## src/hw/l2_cache_cfg.svh

```systemverilog
// L2 cache geometry
// word, line, set and way counts plus address field widths
`ifndef L2_CACHE_CFG_SVH
`define L2_CACHE_CFG_SVH

// data sizes
`define L2_WORD_W      32   // bits per word
`define L2_LINE_WORDS  4    // words per line

// organisation
`define L2_SETS        16
`define L2_WAYS        4    // tree plru assumes four

// word address split, tag | index | offset
`define L2_OFFSET_W    2
`define L2_INDEX_W     4
`define L2_TAG_W       6
`define L2_ADDR_W      (`L2_TAG_W + `L2_INDEX_W + `L2_OFFSET_W)

`endif

```

## src/hw/l2_cache_pkg.sv

```systemverilog
// L2 cache types
// address views, request and response payloads, controller states

`include "l2_cache_cfg.svh"

package l2_cache_pkg;

    typedef logic [`L2_WORD_W-1:0]                     l2_word_t;
    typedef logic [`L2_LINE_WORDS-1:0][`L2_WORD_W-1:0] l2_line_t;
    typedef logic [$clog2(`L2_WAYS)-1:0]               l2_way_t;

    typedef logic [`L2_TAG_W-1:0]                      l2_tag_t;
    typedef logic [`L2_INDEX_W-1:0]                    l2_index_t;
    typedef logic [`L2_OFFSET_W-1:0]                   l2_offset_t;
    typedef logic [`L2_ADDR_W-`L2_OFFSET_W-1:0]        l2_line_addr_t;

    typedef struct packed {
        l2_tag_t    tag;
        l2_index_t  index;
        l2_offset_t offset;
    } l2_cache_view_t;

    typedef struct packed {
        l2_line_addr_t line;    // line number seen by memory
        l2_offset_t    offset;
    } l2_mem_view_t;

    // one word address, read as cache fields or as memory line address
    typedef union packed {
        l2_cache_view_t cache;
        l2_mem_view_t   mem;
    } l2_addr_t;

    typedef struct packed {
        l2_addr_t addr;
        logic     wr;       // 1 = store word
        l2_word_t wdata;
    } l2_req_t;

    typedef struct packed {
        l2_word_t rdata;    // zero for writes
    } l2_rsp_t;

    typedef struct packed {
        l2_line_addr_t addr;
        logic          wr;  // 1 = writeback of a dirty line
        l2_line_t      data;
    } mem_req_t;

    typedef enum logic [2:0] {
        st_idle,
        st_lookup,
        st_writeback,
        st_refill,
        st_respond
    } l2_state_t;

endpackage

```

## src/hw/l2_ctrl_fsm.sv

```systemverilog
// L2 controller
// lookup, dirty writeback, refill and final access; owns the memory request port
`timescale 1ns/1ps

module l2_ctrl_fsm (
    input  logic                     clk,
    input  logic                     reset,
    input  logic                     busy_req_valid,
    input  l2_cache_pkg::l2_req_t    busy_req,
    input  logic                     hit,
    input  l2_cache_pkg::l2_way_t    hit_way,
    input  l2_cache_pkg::l2_way_t    victim_way,
    input  logic                     victim_valid,
    input  logic                     victim_dirty,
    input  l2_cache_pkg::l2_tag_t    victim_tag,
    input  l2_cache_pkg::l2_line_t   rd_line,
    input  l2_cache_pkg::l2_word_t   rd_word,
    output logic                     done,
    output l2_cache_pkg::l2_word_t   done_word,
    output logic                     mem_req_valid,
    input  logic                     mem_req_ready,
    output l2_cache_pkg::mem_req_t   mem_req,
    input  logic                     mem_rsp_valid,
    input  l2_cache_pkg::l2_line_t   mem_rsp_line,
    output l2_cache_pkg::l2_way_t    way,
    output logic                     fill_we,
    output logic                     set_dirty,
    output logic                     touch,
    output logic                     line_we,
    output logic                     word_we
);
    import l2_cache_pkg::*;

    l2_state_t state;
    l2_state_t state_next;
    l2_way_t   way_q;           // way chosen in lookup
    l2_word_t  word_q;
    l2_addr_t  wb_addr;
    mem_req_t  wb_req;
    mem_req_t  refill_req;
    logic      wb_needed;
    logic      mem_rsp_in;      // answer to the accepted request
    logic      miss;

    assign miss       = (state == st_lookup) & ~hit;
    assign wb_needed  = victim_valid & victim_dirty;
    assign mem_rsp_in = ~mem_req_valid & mem_rsp_valid;

    // victim line address: its tag with the request index
    always_comb begin
        wb_addr              = busy_req.addr;
        wb_addr.cache.tag    = victim_tag;
        wb_addr.cache.offset = '0;
        wb_req               = '{addr: wb_addr.mem.line, wr: 1'b1, data: rd_line};
        refill_req           = '{addr: busy_req.addr.mem.line, wr: 1'b0, data: '0};
    end

    assign way       = (state == st_lookup) ? (hit ? hit_way : victim_way) : way_q;
    assign done      = (state == st_respond);
    assign done_word = word_q;

    always_comb begin
        fill_we   = 1'b0;
        line_we   = 1'b0;
        touch     = 1'b0;
        set_dirty = 1'b0;
        word_we   = 1'b0;
        if ((state == st_lookup && hit) || (state == st_refill && mem_rsp_in)) begin
            fill_we   = (state == st_refill);
            line_we   = (state == st_refill);
            touch     = 1'b1;
            set_dirty = busy_req.wr;    // write allocate stores after the fill
            word_we   = busy_req.wr;
        end
    end

    always_comb begin
        state_next = state;
        case (state)
            st_idle:      if (busy_req_valid) state_next = st_lookup;
            st_lookup:    state_next = hit ? st_respond : (wb_needed ? st_writeback : st_refill);
            st_writeback: if (mem_rsp_in) state_next = st_refill;
            st_refill:    if (mem_rsp_in) state_next = st_respond;
            default:      state_next = st_idle;
        endcase
    end

    always_ff @(posedge clk) begin
        if (reset) begin
            state         <= st_idle;
            mem_req_valid <= 1'b0;
        end else begin
            state <= state_next;
            if (mem_req_valid & mem_req_ready)
                mem_req_valid <= 1'b0;
            else if (miss || (state == st_writeback && mem_rsp_in))
                mem_req_valid <= 1'b1;
        end
    end

    always_ff @(posedge clk) begin
        if (state == st_lookup)
            way_q <= way;
        if (miss)
            mem_req <= wb_needed ? wb_req : refill_req;
        else if (state == st_writeback && mem_rsp_in)
            mem_req <= refill_req;     // refill follows the writeback ack
        if (state == st_lookup && hit)
            word_q <= busy_req.wr ? '0 : rd_word;
        else if (state == st_refill && mem_rsp_in)
            word_q <= busy_req.wr ? '0 : mem_rsp_line[busy_req.addr.cache.offset];
    end

endmodule

```

## config.mk

```make
export PLATFORM = sky130hd
export DESIGN_NAME = l2_ctrl_fsm
export DESIGN_NICKNAME = d
export VERILOG_FILES = /design/src/hw/l2_cache_pkg.sv /design/src/hw/l2_ctrl_fsm.sv
export VERILOG_INCLUDE_DIRS = /design/src /design/src/hw
export SDC_FILE = /design/constraint.sdc
export NUM_CORES = 1
export LEC_CHECK = 0
export ABC_AREA = 1
export ABC_CLOCK_PERIOD_IN_PS = 10450
export BUFFER_PORTS_ARGS = -buffer_cell sky130_fd_sc_hd__buf_2
export CAP_MARGIN = 40
export CORE_AREA = 2 2 207 209
export DETAILED_ROUTE_END_ITERATION = 10
export DIE_AREA = 0 0 209 211
export PLACE_DENSITY = 0.44
export SLEW_MARGIN = 25
export SYNTH_ARGS = -nofsm -noshare
export SYNTH_HDL_FRONTEND = slang
export SYNTH_SLANG_ARGS = --single-unit
```

## constraint.sdc

```tcl
create_clock -name clk -period 10.45 [get_ports clk]
set_input_delay 0.5225 -clock clk [delete_from_list [all_inputs] [get_ports clk]]
set_output_delay 0.5225 -clock clk [all_outputs]
set_load 0.03 [all_outputs]
```

==> flow_summary.yaml, run 1 <==
clocking:
  cts_resized: 0
  holdBufCountCts: 0
  root_buffer: "clkbuf_16"
  insertion_delay_ns: 0.45
  cts_tree: "yes"
  htreeDepth: 4
  postCtsSetupBuffers: 0
  cts_sinks: 177
  clkTransAtPathRegs_ns: 0.07
  numCtsBuffers: 17
  clockBufferDepth: 2
floorplanning:
  die_h_microns: 211
  start_util: 0.2067
  io_pins: 531
  die_w_microns: 209
  coreArea_sq_mm: 0.04176
  dieArea_sq_mm: 0.04410
  rows: 75
logic_synthesis:
  synth-async-reset-ratio: 0
  synth_cell_type_count: 21
  synth.net_count: 1221
  syn_area_per_cell_sq_um: 9.923
  yosysWarnings: 0
  syn_inst: 870
  synth-seq-cells: 177
  synthTopCellsByCount: "nor2_1, edfxtp_1, inv_1"
  synth_area_leaders: "edfxtp_1, nor2_1, nor2_4"
  synth_top_area_share: 0.6017
  synth_top_area_cell: "edfxtp_1"
  synth-edff-count: 173
  ys.flop_type: "edfxtp_1"
  mappedNetlistArea_sq_mm: 0.008633
  synth.most_common_cell: "nor2_1"
  yosysSeqAreaShare: 0.6110
power_and_ir_drop:
  clock_power_share: 0.323
  p_leak_uw: 0.005836
  p_int_uw: 1410
  power_switching_uw: 686.8
  netSwitchingFraction: 0.3276
  vdd_drop_max_uv: 86.87
  finalPower_uw: 2097
  combinationalPowerShare: 0.242
  p_seq_frac: 0.434
  power_density_mw_per_mm2: 171.3
worst_setup_path:
  path_max_fanout: 35
  crit_buf_inv: 5
  critical_path_class: "flip-flop to output pin"
  cp-start-kind: "flip-flop"
  worst_ep_arrival_time_ns: 2.93
  crit_path_frequent_cell: "buf_4"
  critPathCaptureType: "output pin"
  critPathTopFamily: "buffers and inverters"
  slowest_stage: "inv_2"
  required_ns: 9.93
  critPathMaxStageDelay_ns: 0.53
  crit_chain: "nor3_4, nand2_1, buf_4, inv_2, nor2_1, inv_1, buf_4, buf_2"
grt:
  overflow: 0
  first_global_vias: 7487
  grtUsageTotal: 0.1335
  grt_max_degree: 90
  grtUsageMet1: 0.1435
  top_usage_layer: "met2"
  grt_pass1_wl_mm: 43.84
  grt_util_met3: 0.05085
  use_met2: 0.2324
  antenna_found_initial: 5
routing:
  wl_per_cell_microns: 15.65
  drtPass1Iterations: 4
  ant_nets: 0
  viasPerCell: 3.884
  via_count: 7403
  drc: 0
  initialDrtViolationCount: 337
  wl_mm: 29.84
min_path:
  min_path_type: "input pin to flip-flop"
sta:
  tightest_slew_ns: 0.8902
  drv_slew: 0
  timing.hold.ws_ns: 0.2473
  relSlewSlack: 0.4065
  setup_tns_ns: 0
  hold_viol_final: 0
  fin_crit_ns: 3.453
  post-route-period-util: 0.3304
  clock_skew_ns: 0.01131
  setup_viol: 0
  rsz0062_at_grt: "false"
  clock.fmax_mhz: 289.6
status:
  outcome: "completed"
layout:
  area_growth_pct: 41.77
  drive_gt1_frac: 0.4440
  fin_nets: 1703
place:
  port_buffers: 498
  routabilityCongestion: 0.8585
  dp_hpwl_mm: 23.55
flow_run:
  drv_cap: 0
## state kept, by name (all words and copies together), names as in the netlist
register       count
mem_req          139
done_word         32
state              3
way_q              2
mem_req_valid      1
## area by class of cell
class | instances | area (sq um)
fill | 4566 | 29520
sequential | 177 | 5275
timing repair buffer | 508 | 2628
multi-input combinational | 507 | 2522
tap | 539 | 674.4
inverter | 141 | 529.3
clock buffer | 19 | 432.9
clock inverter | 13 | 172.7
antenna | 2 | 5.005
## layer usage
metal	share of wire	vias to the layer above	routed length, microns
met2	0.49	356	14680
li1	-	3694	-
met3	0.092	38	2747
met1	0.39	3309	11550
met5	0.0011	-	34
met4	0.028	6	828
## power by group through the flow
stage                     Clock (uW)  Sequential (uW)  Combinational, uW
final                            678              910                508
after global routing             732              918                551
after CTS                        707              912                518
after detailed placement           0              927                517
after global placement             0              925                511
after floorplan                    0             1100                160
## worst paths after layout
kind                               startpoint       endpoint  slack [ns]  depth (start not counted)
worst min register to register  mem_req_valid  mem_req_valid        0.54                          3
worst min-delay path             busy_req[36]   mem_req[130]        0.25                          1
worst max-delay path                 state[1]          touch        7.00                          8
worst max register to register       state[0]   mem_req[103]        7.44                          9
## logic make-up (layout without fill, tap and decap cells)
logic type | after synthesis | in the layout | synth area share
flops | 177 | 177 | 0.6110
other cells | 0 | 2 | 0
buf+inv | 186 | 681 | 0.09768
simple gates | 408 | 408 | 0.2339
compound gates | 99 | 99 | 0.05739
## placed cells by master, fill, tap and decap left out, drive strengths merged
cell,instances
buf,508
nor2,333
edfxtp,173
inv,146
o21ai,96
nand2,67
clkbuf,19
nand3,5
dfxtp,4
a21oi,3
bufinv,3
clkinv,3
diode,2
clkinvlp,2
nor3,2
nand4,1
## worst reg2reg max path: stages (launching register included)
cell and delay (ns):
dfxtp_1 0.36, inv_2 0.09, nor2_2 0.11, nand2_1 0.09, inv_2 0.11, a21oi_1 0.09
nor2_4 0.29, buf_4 0.68, buf_4 0.53, buf_16 0.30
## per-stage QoR
stage | setup slack [ns] | instances | area, sq um | util
global route | 6.690 | 1905 | 12240 | 0.2930
detailed placement | 7.103 | 1871 | 11600 | 0.2778
CTS | 6.862 | 1903 | 12210 | 0.2923
finish | 6.997 | 1906 | 12240 | 0.2931
floorplan | 3.170 | 870 | 8633 | -
global placement | 6.956 | 1869 | 11560 | 0.2768
Note: power is estimated with default switching activity, not from simulation.
==> run 2: changes to the inputs <==
ABC_CLOCK_PERIOD_IN_PS = 3300   (was 10450)
clock period = 3.3 ns   (was 10.45 ns; I/O delays follow)
==> flow_summary.yaml, run 2 (synthesis results as in run 1) <==
sta:
  setup_ws_ns: 0.7453
  clock.fmax_mhz: 391.4
  post-route-period-util: 0.7741
  drv_slew: 0
  setup_tns_ns: 0
  setup_viol: 0
  fin_crit_ns: 2.555
  clock_skew_ns: 0.01576
  relSlewSlack: 0.4547
  hold_viol_final: 0
  tightest_slew_ns: 0.8179
  rsz0062_at_grt: "false"
worst_setup_path:
  critPathMaxStageDelay_ns: 0.49
  critical_path_class: "flip-flop to output pin"
  critPathCaptureType: "output pin"
  worst_ep_arrival_time_ns: 2.39
  required_ns: 3.13
  cp-start-kind: "flip-flop"
  crit_chain: "nor3_4, nand2_1, buf_4, inv_2, nor2_1, inv_1, buf_2"
  slowest_stage: "inv_1"
  path_max_fanout: 33
floorplanning:
  start_util: 0.2067
  die_w_microns: 209
  rows: 75
  coreArea_sq_mm: 0.04176
  die_h_microns: 211
  io_pins: 531
  dieArea_sq_mm: 0.04410
grt:
  grtUsageTotal: 0.1349
  grt_pass1_wl_mm: 44.51
  first_global_vias: 8014
  overflow: 0
  antenna_found_initial: 6
  grt_max_degree: 92
layout:
  multiInputGateArea_sq_mm: 0.002522
  utilization: 0.3206
  fillers: 4433
  fin_nets: 1826
  drive_gt1_frac: 0.4105
  largest_register: "mem_req"
  layout_common_cells: "buf_2, nor2_1, edfxtp_1"
  layout_commonest_cell: "buf_2"
  area_growth_pct: 55.07
  largest_reg_flops: 139
  regArea_sq_mm: 0.005275
routing:
  viasPerCell: 3.902
  initialDrtViolationCount: 357
  ant_nets: 0
  drtPass1Iterations: 4
  wl_per_cell_microns: 14.89
  via_count: 7914
  drc: 0
  wl_mm: 30.19
clocking:
  cts_tree: "yes"
  root_buffer: "clkbuf_16"
  numCtsBuffers: 17
  clockBufferDepth: 2
  cts_sinks: 177
  insertion_delay_ns: 0.46
  htreeDepth: 4
  clkTransAtPathRegs_ns: 0.07
flow_run:
  drv_cap: 0
place:
  port_buffers: 498
  dp_hpwl_mm: 23.80
  routabilityCongestion: 0.8262
  dpl_worst_slack_ns: 0.9622
power_and_ir_drop:
  p_leak_uw: 0.006315
  power_density_mw_per_mm2: 488.1
  vdd_drop_max_uv: 286.5
min_path:
  min_path_type: "input pin to flip-flop"
status:
  outcome: "completed"
==> run 2: path summary, 6_finish.rpt <==
check | start | cells after the start | to | slack, ns
worst min register to register | mem_req_valid | 3 | mem_req_valid | 0.58
worst min-delay path | rd_line[33] | 3 | mem_req[33] | 0.04
worst max-delay path | state[1] | 7 | touch | 0.75
worst max register to register | state[1] | 8 | mem_req[136] | 0.95
==> run 2: power breakdown <==
part / switching (uW) / internal (uW)
Sequential: 68.1 / 2810
Clock: 899 / 1030
Combinational: 1190 / 539
Total: 2150 / 4380
==> run 2: timing repair <==
action,4_1_cts,5_1_grt
hold endpoints to repair,113,0
resized for setup,0,0
buffers inserted,0,0
hold buffers,116,0
==> run 2: worst max-delay path: cells and delay by family, from the launching register on <==
kind          cells  cell delay (ns)
buf+inv           4             1.15
flops             1             0.37
simple gates      3             0.42
==> run 2: routing by layer <==
metal  routed length [microns]  vias to the layer above  track usage
li1                          -                     3938            -
met1                     11960                     3560       0.1469
met2                     14560                      371       0.2331
met3                      2673                       43      0.05085
met4                       981                        2      0.06207
met5                        13                        -            0
==> run 2: cell type report <==
| cell class | instances | area share |
|---|---|---|
| timing repair buffer | 631 | 0.2869 |
| sequential | 177 | 0.3940 |
| tap | 539 | 0.05037 |
| multi-input combinational | 507 | 0.1884 |
| clock buffer | 17 | 0.03178 |
| inverter | 141 | 0.03953 |
| antenna | 3 | 0.0005607 |
| clock inverter | 13 | 0.008411 |
==> run 2: through the flow <==
stage | cell area (sq um) | hold slack [ns] | total power [uW] | cells
final | 13390 | 0.03745 | 6534 | 2028
after global routing | 13390 | 0.009837 | 6845 | 2027
after CTS | 13350 | 0.000006772 | 6645 | 2024
after detailed placement | 11650 | 0.3514 | 4562 | 1878
after global placement | 11610 | 0.3473 | 4552 | 1876
after floorplan | 8641 | 0.2341 | 3949 | 870
