<file path="src/hw/l2_cache_cfg.svh">
// L2 cache geometry
// word, line, set and way counts plus address field widths
`ifndef L2_CACHE_CFG_SVH
`define L2_CACHE_CFG_SVH

// data sizes
`define L2_WORD_W      32   // bits per word
`define L2_LINE_WORDS  4    // words per line

// organisation
`define L2_SETS        16
`define L2_WAYS        4    // tree plru assumes four

// word address split, tag | index | offset
`define L2_OFFSET_W    2
`define L2_INDEX_W     4
`define L2_TAG_W       6
`define L2_ADDR_W      (`L2_TAG_W + `L2_INDEX_W + `L2_OFFSET_W)

`endif

</file>
<file path="src/hw/l2_cache_pkg.sv">
// L2 cache types
// address views, request and response payloads, controller states

`include "l2_cache_cfg.svh"

package l2_cache_pkg;

    typedef logic [`L2_WORD_W-1:0]                     l2_word_t;
    typedef logic [`L2_LINE_WORDS-1:0][`L2_WORD_W-1:0] l2_line_t;
    typedef logic [$clog2(`L2_WAYS)-1:0]               l2_way_t;

    typedef logic [`L2_TAG_W-1:0]                      l2_tag_t;
    typedef logic [`L2_INDEX_W-1:0]                    l2_index_t;
    typedef logic [`L2_OFFSET_W-1:0]                   l2_offset_t;
    typedef logic [`L2_ADDR_W-`L2_OFFSET_W-1:0]        l2_line_addr_t;

    typedef struct packed {
        l2_tag_t    tag;
        l2_index_t  index;
        l2_offset_t offset;
    } l2_cache_view_t;

    typedef struct packed {
        l2_line_addr_t line;    // line number seen by memory
        l2_offset_t    offset;
    } l2_mem_view_t;

    // one word address, read as cache fields or as memory line address
    typedef union packed {
        l2_cache_view_t cache;
        l2_mem_view_t   mem;
    } l2_addr_t;

    typedef struct packed {
        l2_addr_t addr;
        logic     wr;       // 1 = store word
        l2_word_t wdata;
    } l2_req_t;

    typedef struct packed {
        l2_word_t rdata;    // zero for writes
    } l2_rsp_t;

    typedef struct packed {
        l2_line_addr_t addr;
        logic          wr;  // 1 = writeback of a dirty line
        l2_line_t      data;
    } mem_req_t;

    typedef enum logic [2:0] {
        st_idle,
        st_lookup,
        st_writeback,
        st_refill,
        st_respond
    } l2_state_t;

endpackage

</file>
<file path="src/hw/l2_tag_array.sv">
// L2 tag array
// tag, valid and dirty per way, tree plru per set, parallel compare and victim choice
`timescale 1ns/1ps

`include "l2_cache_cfg.svh"

module l2_tag_array (
    input  logic                    clk,
    input  logic                    reset,
    input  l2_cache_pkg::l2_index_t index,
    input  l2_cache_pkg::l2_tag_t   tag,
    input  logic                    fill_we,
    input  logic                    set_dirty,
    input  logic                    touch,
    input  l2_cache_pkg::l2_way_t   wr_way,
    output logic                    hit,
    output l2_cache_pkg::l2_way_t   hit_way,
    output l2_cache_pkg::l2_way_t   victim_way,
    output logic                    victim_valid,
    output logic                    victim_dirty,
    output l2_cache_pkg::l2_tag_t   victim_tag
);
    import l2_cache_pkg::*;

    l2_tag_t             tag_q   [`L2_SETS][`L2_WAYS];
    logic [`L2_WAYS-1:0] valid_q [`L2_SETS];
    logic [`L2_WAYS-1:0] dirty_q [`L2_SETS];
    logic [2:0]          lru_q   [`L2_SETS];   // tree bits, [0] picks the half
    logic                has_invalid;

    // compare all ways, lowest matching way wins
    always_comb begin
        hit     = 1'b0;
        hit_way = '0;
        for (int w = `L2_WAYS - 1; w >= 0; w--) begin
            if (valid_q[index][w] && tag_q[index][w] == tag) begin
                hit     = 1'b1;
                hit_way = l2_way_t'(w);
            end
        end
    end

    always_comb begin
        has_invalid = 1'b0;
        victim_way  = '0;
        for (int w = `L2_WAYS - 1; w >= 0; w--) begin
            if (!valid_q[index][w]) begin
                has_invalid = 1'b1;
                victim_way  = l2_way_t'(w);     // lowest free way
            end
        end
        if (!has_invalid) begin
            if (!lru_q[index][0])
                victim_way = lru_q[index][1] ? l2_way_t'(1) : l2_way_t'(0);
            else
                victim_way = lru_q[index][2] ? l2_way_t'(3) : l2_way_t'(2);
        end
    end

    assign victim_valid = valid_q[index][victim_way];
    assign victim_dirty = dirty_q[index][victim_way];
    assign victim_tag   = tag_q[index][victim_way];

    always_ff @(posedge clk) begin
        if (reset) begin
            for (int s = 0; s < `L2_SETS; s++) begin
                valid_q[s] <= '0;
                dirty_q[s] <= '0;
                lru_q[s]   <= '0;
            end
        end else begin
            if (fill_we) begin
                valid_q[index][wr_way] <= 1'b1;
                dirty_q[index][wr_way] <= 1'b0;
            end
            if (set_dirty)
                dirty_q[index][wr_way] <= 1'b1;   // overrides the fill clear
            if (touch) begin
                // point the tree away from the used way
                case (wr_way)
                    0: begin lru_q[index][0] <= 1'b1; lru_q[index][1] <= 1'b1; end
                    1: begin lru_q[index][0] <= 1'b1; lru_q[index][1] <= 1'b0; end
                    2: begin lru_q[index][0] <= 1'b0; lru_q[index][2] <= 1'b1; end
                    default: begin lru_q[index][0] <= 1'b0; lru_q[index][2] <= 1'b0; end
                endcase
            end
        end
    end

    always_ff @(posedge clk) begin
        if (fill_we)
            tag_q[index][wr_way] <= tag;
    end

endmodule

</file>
<file path="config.mk">
export PLATFORM = sky130hd
export DESIGN_NAME = l2_tag_array
export DESIGN_NICKNAME = d
export VERILOG_FILES = /design/src/hw/l2_cache_pkg.sv /design/src/hw/l2_tag_array.sv
export VERILOG_INCLUDE_DIRS = /design/src /design/src/hw
export SDC_FILE = /design/constraint.sdc
export NUM_CORES = 1
export LEC_CHECK = 0
export BUFFER_PORTS_ARGS = -buffer_cell sky130_fd_sc_hd__buf_2
export CAP_MARGIN = 0
export CORE_UTILIZATION = 55
export DETAILED_ROUTE_END_ITERATION = 10
export PLACE_DENSITY = 0.71
export SLEW_MARGIN = 15
export SYNTH_ARGS = -nofsm -noshare
export SYNTH_HDL_FRONTEND = slang
export SYNTH_SLANG_ARGS = --single-unit
</file>
<file path="constraint.sdc">
create_clock -name clk -period 5.5 [get_ports clk]
set_input_delay 0.55 -clock clk [delete_from_list [all_inputs] [get_ports clk]]
set_output_delay 0.55 -clock clk [all_outputs]
set_load 0.01 [all_outputs]
</file>
==> impl_metrics.py, run 1 <==
metrics = {
    "worst_setup_path": {
        "start_kind": "input port",
        "rr_worst_depth": 2,
        "cp_max_fo": 54,
        "setup.reg_to_reg.worst_slack_ps": 4840,
        "cp-startpoint": "index[0]",
        "crit_arrival_ps": 3810,
        "cp.required_ps": 4950,
        "cp-end-kind": "output pin",
        "crit_path_end": "victim_dirty",
        "path_class": "input port to output pin",
        "r2r_start": "valid_q[13][3]",
        "r2r_end": "valid_q[13][3]",
    },
    "synth": {
        "syn-cell-area_sq_um": 23700,
        "yosysWarningCount": 0,
        "yosysMostFrequentCell": "edfxtp_1",
        "yosys-top-cells-area": "edfxtp_1, mux4_2, dfxtp_1",
        "synth.largest_area_cell": "edfxtp_1",
        "synthArstFlopShare": 0,
        "ys_top_cells_by_count": "edfxtp_1, nor2_1, mux4_2",
        "yosysSeqAreaShare": 0.682,
        "synth.distinct_cells": 44,
        "synth_edf_count": 496,
        "synth_nets": 1469,
        "syn_inst": 1452,
        "synth_top_area_share": 0.628,
        "synth-seq-cells": 560,
        "avgSynthCellArea_sq_um": 16.3,
        "synth-main-ff-cell": "edfxtp_1",
    },
    "route": {
        "drt-initial-drc-count": 1550,
        "wire_per_inst_um": 27.3,
        "ant_nets": 0,
        "dr.pass1.iters": 5,
        "routed_via_density": 6.39,
        "drc": 0,
        "drt-total-wl_um": 56600,
        "vias": 13300,
    },
    "floorplanning": {
        "initial_utilization": 0.561,
        "core_area_sq_um": 42200,
        "die_w_um": 210,
        "pin_count": 30,
        "rows": 75,
        "die_area_sq_um": 43900,
        "die_h_um": 210,
    },
    "clocking": {
        "cts.sinks": 560,
        "clk_latency_ps": 620,
        "clk_pin_slew_worst_paths_ps": 60,
        "clock_tree.htree_level_count": 2,
        "numCtsBuffers": 54,
        "cts_tree": "done",
        "post_cts_buffers": 0,
        "hold_buffers": 0,
        "cts-root-buf": "clkbuf_16",
        "cts_buffer_depth": 3,
        "cts.repair.resized": 0,
    },
    "run": {
        "max_cap_violations": 0,
    },
    "placement": {
        "dpl.cell_count": 1978,
        "gp_congestion": 0.875,
        "dp.final_hpwl_um": 35900,
        "portBuffers": 29,
    },
    "sta": {
        "fin_setup_tns_ps": 0,
        "tightest_slew_ps": 1180,
        "max_freq_ghz": 0.229,
        "slew_headroom": 0.216,
        "rsz0062_at_grt": "no",
        "setup_viol": 0,
        "hold_viol": 0,
        "skew_ps": 0,
        "final_max_slew_viol_count": 0,
        "min_period_over_period": 0.793,
        "min_period_ps": 4360,
    },
    "global_route": {
        "antenna_found_initial": 2,
        "first_global_vias": 13300,
        "grt_max_degree": 100,
        "grtUsageTotal": 0.266,
        "grt_pass1_wl_um": 84400,
        "grt.overflow.total": 0,
    },
    "cells_and_area": {
        "fin_cells": 2077,
        "area_growth_pct": 10.8,
        "area.sequential_sq_um": 16200,
        "nNetsFinal": 1512,
        "layout-drive-gt1-share": 0.231,
        "multi_input_area_sq_um": 6980,
        "antenna_cells": 0,
        "fillers": 3036,
    },
    "hold_path": {
        "hold_path.class": "input port to flop",
    },
    "pwr": {
        "ir_drop_mv": 0.241,
        "leakagePower_nw": 8.66,
        "power_density_nw_per_um2": 338,
    },
    "run_status": {
        "outcome": "finished, final reports clean",
    },
}
[metal layers]
layer	GRT usage	up-vias	wire length [um]
met4	0.0866	2	1580
met5	0	-	11
met3	0.0560	91	5210
met2	0.422	640	27400
met1	0.371	6870	22500
li1	-	5673	-
[kinds of logic after synthesis]
logic type | synth area share
flops | 0.682
buf+inv | 0.0232
simple gates | 0.0880
xor+xnor | 0.0140
mux | 0.172
compound gates | 0.0207
[how the worst min path moves through the flow]
stage | startpoint | to | slack, ps | cells past startpoint
2_1_floorplan | valid_q[13][0] | valid_q[13][0] | 430 | 2
3_3_place_gp | valid_q[0][3] | valid_q[0][3] | 440 | 2
3_5_place_dp | valid_q[1][3] | valid_q[1][3] | 450 | 2
4_1_cts | wr_way[1] | lru_q[2][2] | 400 | 2
5_1_grt | tag[0] | tag_q[4][12] | 420 | 1
6_report | tag[0] | tag_q[4][12] | 430 | 1
[cells in the final DEF (no fill, tap or decap), drive strengths merged, types with 2 or more instances in the layout]
cell type | netlist | routed
clkinv | 0 | 30
dfxtp | 64 | 64
or3 | 64 | 64
nand4 | 3 | 3
nor4 | 2 | 2
edfxtp | 496 | 496
a31o | 12 | 12
mux2i | 57 | 57
nand3 | 14 | 14
buf | 50 | 98
xnor2 | 17 | 17
nand2 | 34 | 34
a211oi | 2 | 2
or2 | 17 | 17
mux4 | 154 | 154
o21bai | 15 | 15
o31ai | 2 | 2
xor2 | 21 | 21
bufinv | 0 | 2
a31oi | 3 | 3
o21ai | 2 | 2
nor2 | 301 | 301
nor2b | 12 | 12
a21oi | 3 | 3
nor3 | 17 | 17
a22oi | 12 | 12
a41o | 5 | 5
clkbuf | 62 | 68
[flip-flops by register name (all words and copies together) (netlist names)]
name	cells
tag_q	384
dirty_q	64
lru_q	48
valid_q	64
[worst max-delay path, stage by stage]
cell and delay, ps:
clkbuf_8 450, mux4_1 690, a22o_1 210, a221oi_1 480, a21o_1 160, nor2_1 70
nor2_4 450, mux2i_1 140, mux2i_1 310, buf_2 200
[power breakdown]
group | internal, mW | switching (mW)
logic | 0.237 | 0.362
registers | 4.69 | 0.0195
clock network | 1.98 | 1.58
[area by class of cell]
type | instances | area share
Multi-Input combinational cell | 779 | 0.266
Sequential cell | 560 | 0.616
Tap cell | 539 | 0.0257
Inverter | 1 | 0.000143
Clock buffer | 67 | 0.0560
Timing Repair Buffer | 99 | 0.0282
Clock inverter | 32 | 0.00815
[stage by stage]
| step | hold slack [ps] | instance area, sq um | power, mW | utilization | setup WS, ps |
|---|---|---|---|---|---|
| 6_report | 435 | 26300 | 8.87 | 0.622 | 1140 |
| 3_5_place_dp | 449 | 24600 | 5.40 | 0.582 | 1140 |
| 5_1_grt | 420 | 26300 | 9.10 | 0.622 | 935 |
| 4_1_cts | 405 | 26300 | 8.89 | 0.622 | 1140 |
| 3_3_place_gp | 443 | 24600 | 5.38 | 0.582 | 1170 |
| 2_1_floorplan | 432 | 23700 | 5.19 | - | 2160 |
No activity file was read; power rests on OpenSTA's default activity.
==> run 2, diff against run 1 <==
==> constraint.sdc (replaced) <==
create_clock -name clk -period 4.1 [get_ports clk]
set_input_delay 0.41 -clock clk [delete_from_list [all_inputs] [get_ports clk]]
set_output_delay 0.41 -clock clk [all_outputs]
set_load 0.01 [all_outputs]
==> run 2 against run 1 <==
Compared with the run above: first-iteration DRC count increased by 11%; final cell count increased by 1.8%; worst hold slack got worse by 240 ps; combinational power increased by 37%; setup slack got worse by 830 ps; critical path depth unchanged; sequential power increased by 34%; clock power increased by 44%; clock skew unchanged; via count increased by 0.41%; design area increased by 1.7%.
==> impl_metrics.py, run 2 (synthesis gave the netlist of run 1 again) <==
metrics = {
    "cells_and_area": {
        "final_cell_mix": "edfxtp_1, nor2_1, mux4_2",
        "fin_util": 0.633,
        "layout-drive-gt1-share": 0.253,
        "area_growth_pct": 12.7,
        "fillers": 2948,
        "top_regs": "tag_q (384), dirty_q (64), valid_q (64)",
        "layout_commonest_cell": "edfxtp_1",
        "regMostFlops": "tag_q",
        "largest_reg_flops": 384,
        "nNetsFinal": 1545,
    },
    "worst_setup_path": {
        "crit_chain": "mux4_2 -> a22o_1 -> a221oi_1 -> buf_4 -> o21ai_0 -> buf_4 -> a21boi_1 -> buf_4 -> mux2i_1 -> buf_2",
        "crit_cells": 10,
        "crit_top_cell": "buf_4",
        "cp.required_ps": 3690,
        "r2r_start": "valid_q[4][2]",
        "rr_worst_depth": 2,
        "crit_arrival_ps": 3380,
        "cp-startpoint": "valid_q[11][3]",
        "crit_buf_inv": 4,
        "crit_family": "multiplexers",
        "start_kind": "flop",
        "cp_max_fo": 8,
        "path_class": "flop to output pin",
        "cpPeakStageDelay_ps": 470,
        "cp-end-kind": "output pin",
        "crit_slowest_cell": "mux4_2",
        "setup.reg_to_reg.worst_slack_ps": 3400,
    },
    "hold_path": {
        "hold_path.class": "input port to flop",
        "holdCritStartpoint": "tag[0]",
        "holdPathStages": 1,
    },
    "clocking": {
        "cts.repair.resized": 0,
        "numCtsBuffers": 54,
        "cts_tree": "done",
        "clk_pin_slew_worst_paths_ps": 60,
        "cts-root-buf": "clkbuf_16",
        "cts_buffer_depth": 3,
        "cts.sinks": 560,
        "clock_tree.htree_level_count": 2,
        "hold_buffers": 0,
        "post_cts_buffers": 0,
        "clk_latency_ps": 590,
    },
    "sta": {
        "min_period_over_period": 0.924,
        "max_freq_ghz": 0.264,
        "tightest_slew_ps": 1070,
        "slew_headroom": 0.288,
        "skew_ps": 0,
        "final_max_slew_viol_count": 0,
        "hold_viol": 0,
        "rsz0062_at_grt": "no",
        "setup_viol": 0,
        "fin_setup_tns_ps": 0,
        "min_period_ps": 3790,
    },
    "run": {
        "max_cap_violations": 0,
    },
    "placement": {
        "portBuffers": 29,
        "dp.final_hpwl_um": 36300,
        "gp_congestion": 0.823,
    },
    "route": {
        "drc": 0,
        "drt-total-wl_um": 55900,
        "drt-initial-drc-count": 1723,
        "routed_via_density": 6.31,
        "vias": 13300,
        "ant_nets": 0,
        "dr.pass1.iters": 5,
        "wire_per_inst_um": 26.5,
    },
    "pwr": {
        "ir_drop_mv": 0.288,
        "leakagePower_nw": 8.93,
        "power.total_mw": 12.3,
        "power_density_nw_per_um2": 459,
    },
    "floorplanning": {
        "die_area_sq_um": 43900,
        "die_w_um": 210,
        "rows": 75,
        "initial_utilization": 0.561,
        "pin_count": 30,
        "core_area_sq_um": 42200,
        "die_h_um": 210,
    },
    "global_route": {
        "grtUsageTotal": 0.262,
        "grt.overflow.total": 0,
        "first_global_vias": 13100,
        "grt_max_degree": 102,
        "antenna_found_initial": 3,
        "grt_pass1_wl_um": 83600,
    },
    "run_status": {
        "outcome": "finished, final reports clean",
    },
}
[run 2: cell types whose count changed in the layout (fill, tap and decap cells not counted)]
cell | previous run | this run
buf_12 | 4 | 6
buf_4 | 68 | 99
bufinv_16 | 2 | 5
clkbuf_1 | 7 | 9
clkbuf_16 | 55 | 57
clkbuf_8 | 6 | 11
clkinv_1 | 15 | 5
clkinv_2 | 13 | 12
clkinv_4 | 0 | 2
clkinv_8 | 2 | 0
clkinvlp_4 | 0 | 1
diode_2 | 0 | 1
inv_4 | 0 | 1
[run 2: through the flow]
| step | worst slack [ps] | instances | hold WS [ps] | instance area (sq um) |
|---|---|---|---|---|
| 3_5_place_dp | 366 | 2011 | 455 | 24900 |
| 5_1_grt | 205 | 2113 | 171 | 26700 |
| 3_3_place_gp | 412 | 2011 | 442 | 24900 |
| 4_1_cts | 320 | 2113 | 174 | 26700 |
| 2_1_floorplan | 1040 | 1452 | 432 | 23700 |
| 6_report | 311 | 2114 | 199 | 26700 |
[run 2: cell type report]
| class | count | area (sq um) | share of cell area |
|---|---|---|---|
| well taps | 539 | 674 | 0.0252 |
| flip-flops and latches | 560 | 16200 | 0.606 |
| clock inverters | 26 | 260 | 0.00974 |
| diodes | 1 | 2.50 | 0.0000937 |
| multi-input cells | 779 | 6980 | 0.261 |
| clock buffers | 76 | 1600 | 0.0598 |
| repair buffers | 132 | 1010 | 0.0379 |
| inverters | 1 | 3.75 | 0.000141 |
[run 2: path summary, 6_finish.rpt]
path / endpoint
min reg2reg: valid_q[8][0]
max: victim_tag[3]
min: tag_q[0][0]
max reg2reg: valid_q[4][2]
[run 2: layer usage]
layer / GRT usage / wire length (um) / vias up
met5: 0 / 28 / -
met4: 0.0690 / 1320 / 4
li1: - / - / 5738
met1: 0.391 / 23600 / 6834
met2: 0.397 / 25800 / 664
met3: 0.0542 / 5200 / 91
[run 2: where the power goes]
part           internal [mW]  leakage, nW  switching, mW  total (mW)
clock                   3.03        0.923           2.10        5.13
combinational          0.331         2.96          0.488       0.819
sequential              6.29         5.04         0.0248        6.32
==> run 3, diff against run 2 <==
==> constraint.sdc (replaced) <==
create_clock -name clk -period 4.1 [get_ports clk]
set_input_delay 0.205 -clock clk [delete_from_list [all_inputs] [get_ports clk]]
set_output_delay 0.205 -clock clk [all_outputs]
set_load 0.01 [all_outputs]
==> run 3 against run 2 <==
Compared with the run above: first-iteration DRC count shrank 11%; maximum frequency is 0.74% higher; critical path depth is 1 lower; setup slack better by 28 ps; core utilization decreased by 0.61 points; sequential share of layout area increased by 0.59 points; register-to-register slack gained 50 ps; final cell count shrank 0.61%; power fell by 2.4%; combinational power down 1%.
==> impl_metrics.py, run 3 (synthesis gave the netlist of run 1 again) <==
metrics = {
    "sta": {
        "rsz0062_at_grt": "no",
        "min_period_ps": 3760,
        "skew_ps": 0,
        "setup_viol": 0,
        "max_freq_ghz": 0.266,
        "tightest_slew_ps": 1130,
        "hold_viol": 0,
        "layout_setup_ws_ps": 339,
        "min_period_over_period": 0.917,
        "final_max_slew_viol_count": 0,
        "fin_setup_tns_ps": 0,
        "slew_headroom": 0.249,
        "whs_ps": 70.3,
    },
    "worst_setup_path": {
        "cp_max_fo": 6,
        "crit_chain": "mux4_2 -> a22oi_1 -> nand2_1 -> a31oi_1 -> o21ai_0 -> a21boi_1 -> buf_4 -> mux2i_1 -> buf_2",
        "rr_worst_depth": 2,
        "crit_slowest_cell": "mux4_2",
        "crit_arrival_ps": 3560,
        "crit_family": "compound AO/OA/AOI/OAI gates",
        "path_class": "flop to output pin",
        "crit_buf_inv": 2,
        "crit_cells": 9,
        "cpPeakStageDelay_ps": 500,
        "start_kind": "flop",
        "cp.required_ps": 3890,
        "cp-end-kind": "output pin",
    },
    "floorplanning": {
        "die_h_um": 210,
        "initial_utilization": 0.561,
        "core_area_sq_um": 42200,
        "die_area_sq_um": 43900,
        "die_w_um": 210,
        "rows": 75,
        "pin_count": 30,
    },
    "global_route": {
        "first_global_vias": 13300,
        "grt-busiest-layer": "met2",
        "grt_max_degree": 109,
        "met2_usage": 0.412,
        "grt_pass1_wl_um": 84400,
        "grt_use_met3": 0.0636,
        "grt.met1_usage": 0.375,
        "antenna_found_initial": 1,
        "grtUsageTotal": 0.266,
        "grt.overflow.total": 0,
    },
    "clocking": {
        "cts_buffer_depth": 3,
        "clk_latency_ps": 610,
        "post_cts_buffers": 0,
        "cts-root-buf": "clkbuf_16",
        "hold_buffers": 0,
        "cts.sinks": 560,
        "numCtsBuffers": 56,
        "cts_tree": "done",
        "clock_tree.htree_level_count": 2,
        "clk_pin_slew_worst_paths_ps": 60,
        "cts.repair.resized": 0,
    },
    "placement": {
        "dp.final_hpwl_um": 36200,
        "dpl_cell_area_sq_um": 24700,
        "gp_congestion": 0.874,
        "place_ws_ps": 491,
        "portBuffers": 29,
    },
    "cells_and_area": {
        "layout_commonest_cell": "edfxtp_1",
        "regMostFlops": "tag_q",
        "area_growth_pct": 11.6,
        "area.sequential_sq_um": 16200,
        "multi_input_area_sq_um": 6980,
        "largest_reg_flops": 384,
        "final_cell_mix": "edfxtp_1, nor2_1, mux4_2",
        "design_area_sq_um": 26500,
        "top_regs": "tag_q (384), dirty_q (64), valid_q (64)",
        "fillers": 3038,
        "nNetsFinal": 1531,
        "layout-drive-gt1-share": 0.238,
    },
    "route": {
        "wire_per_inst_um": 26.9,
        "drc": 0,
        "ant_nets": 0,
        "drt-initial-drc-count": 1535,
        "routed_via_density": 6.32,
        "vias": 13300,
        "drt-total-wl_um": 56500,
        "dr.pass1.iters": 5,
    },
    "hold_path": {
        "hold_path.class": "input port to flop",
        "holdPathStages": 1,
    },
    "run": {
        "max_cap_violations": 0,
    },
    "pwr": {
        "leakagePower_nw": 8.77,
        "ir_drop_mv": 0.294,
        "power_density_nw_per_um2": 453,
    },
    "run_status": {
        "outcome": "finished, final reports clean",
    },
}
-- run 3: changes by cell type in the layout (fill, tap and decap cells not counted), sizes merged --
| cell | change |
|---|---|
| buf | -16 |
| bufinv | -4 |
| clkbuf | +11 |
| clkinv | -3 |
| clkinvlp | -1 |
-- run 3: final timing paths --
check                           slack (ps)            end          start
worst max-delay path                   340  victim_tag[5]    lru_q[7][0]
worst min-delay path                    70    tag_q[4][0]         tag[0]
worst max register to register        3450  valid_q[4][0]  valid_q[4][0]
worst min register to register         460  valid_q[8][0]  valid_q[8][0]
-- run 3: layout make-up --
class | instances | share of cell area
Tap cell | 539 | 0.0255
Antenna cell | 1 | 0.0000946
Clock buffer | 87 | 0.0608
Timing Repair Buffer | 116 | 0.0333
Sequential cell | 560 | 0.611
Inverter | 1 | 0.000142
Multi-Input combinational cell | 779 | 0.264
Clock inverter | 18 | 0.00478
-- run 3: per-layer routing --
| layer | vias up | wire, um | part of all wire |
|---|---|---|---|
| met4 | 0 | 1650 | 0.029 |
| met5 | - | 0 | 0 |
| met2 | 626 | 26600 | 0.47 |
| li1 | 5707 | - | - |
| met1 | 6838 | 22900 | 0.41 |
| met3 | 111 | 5310 | 0.094 |
-- run 3: metrics by stage --
step                utilization  power (mW)  instances
floorplan                     -        6.96       1452
CTS                       0.626        12.0       2100
finish                    0.626        12.0       2101
detailed placement        0.585        7.25       1995
global route              0.626        12.3       2100
global placement          0.585        7.23       1995
-- run 3: report_power, final --
part	internal, mW	switching [mW]
clock	2.75	2.09
combinational	0.322	0.489
sequential	6.29	0.0254
total	9.37	2.61
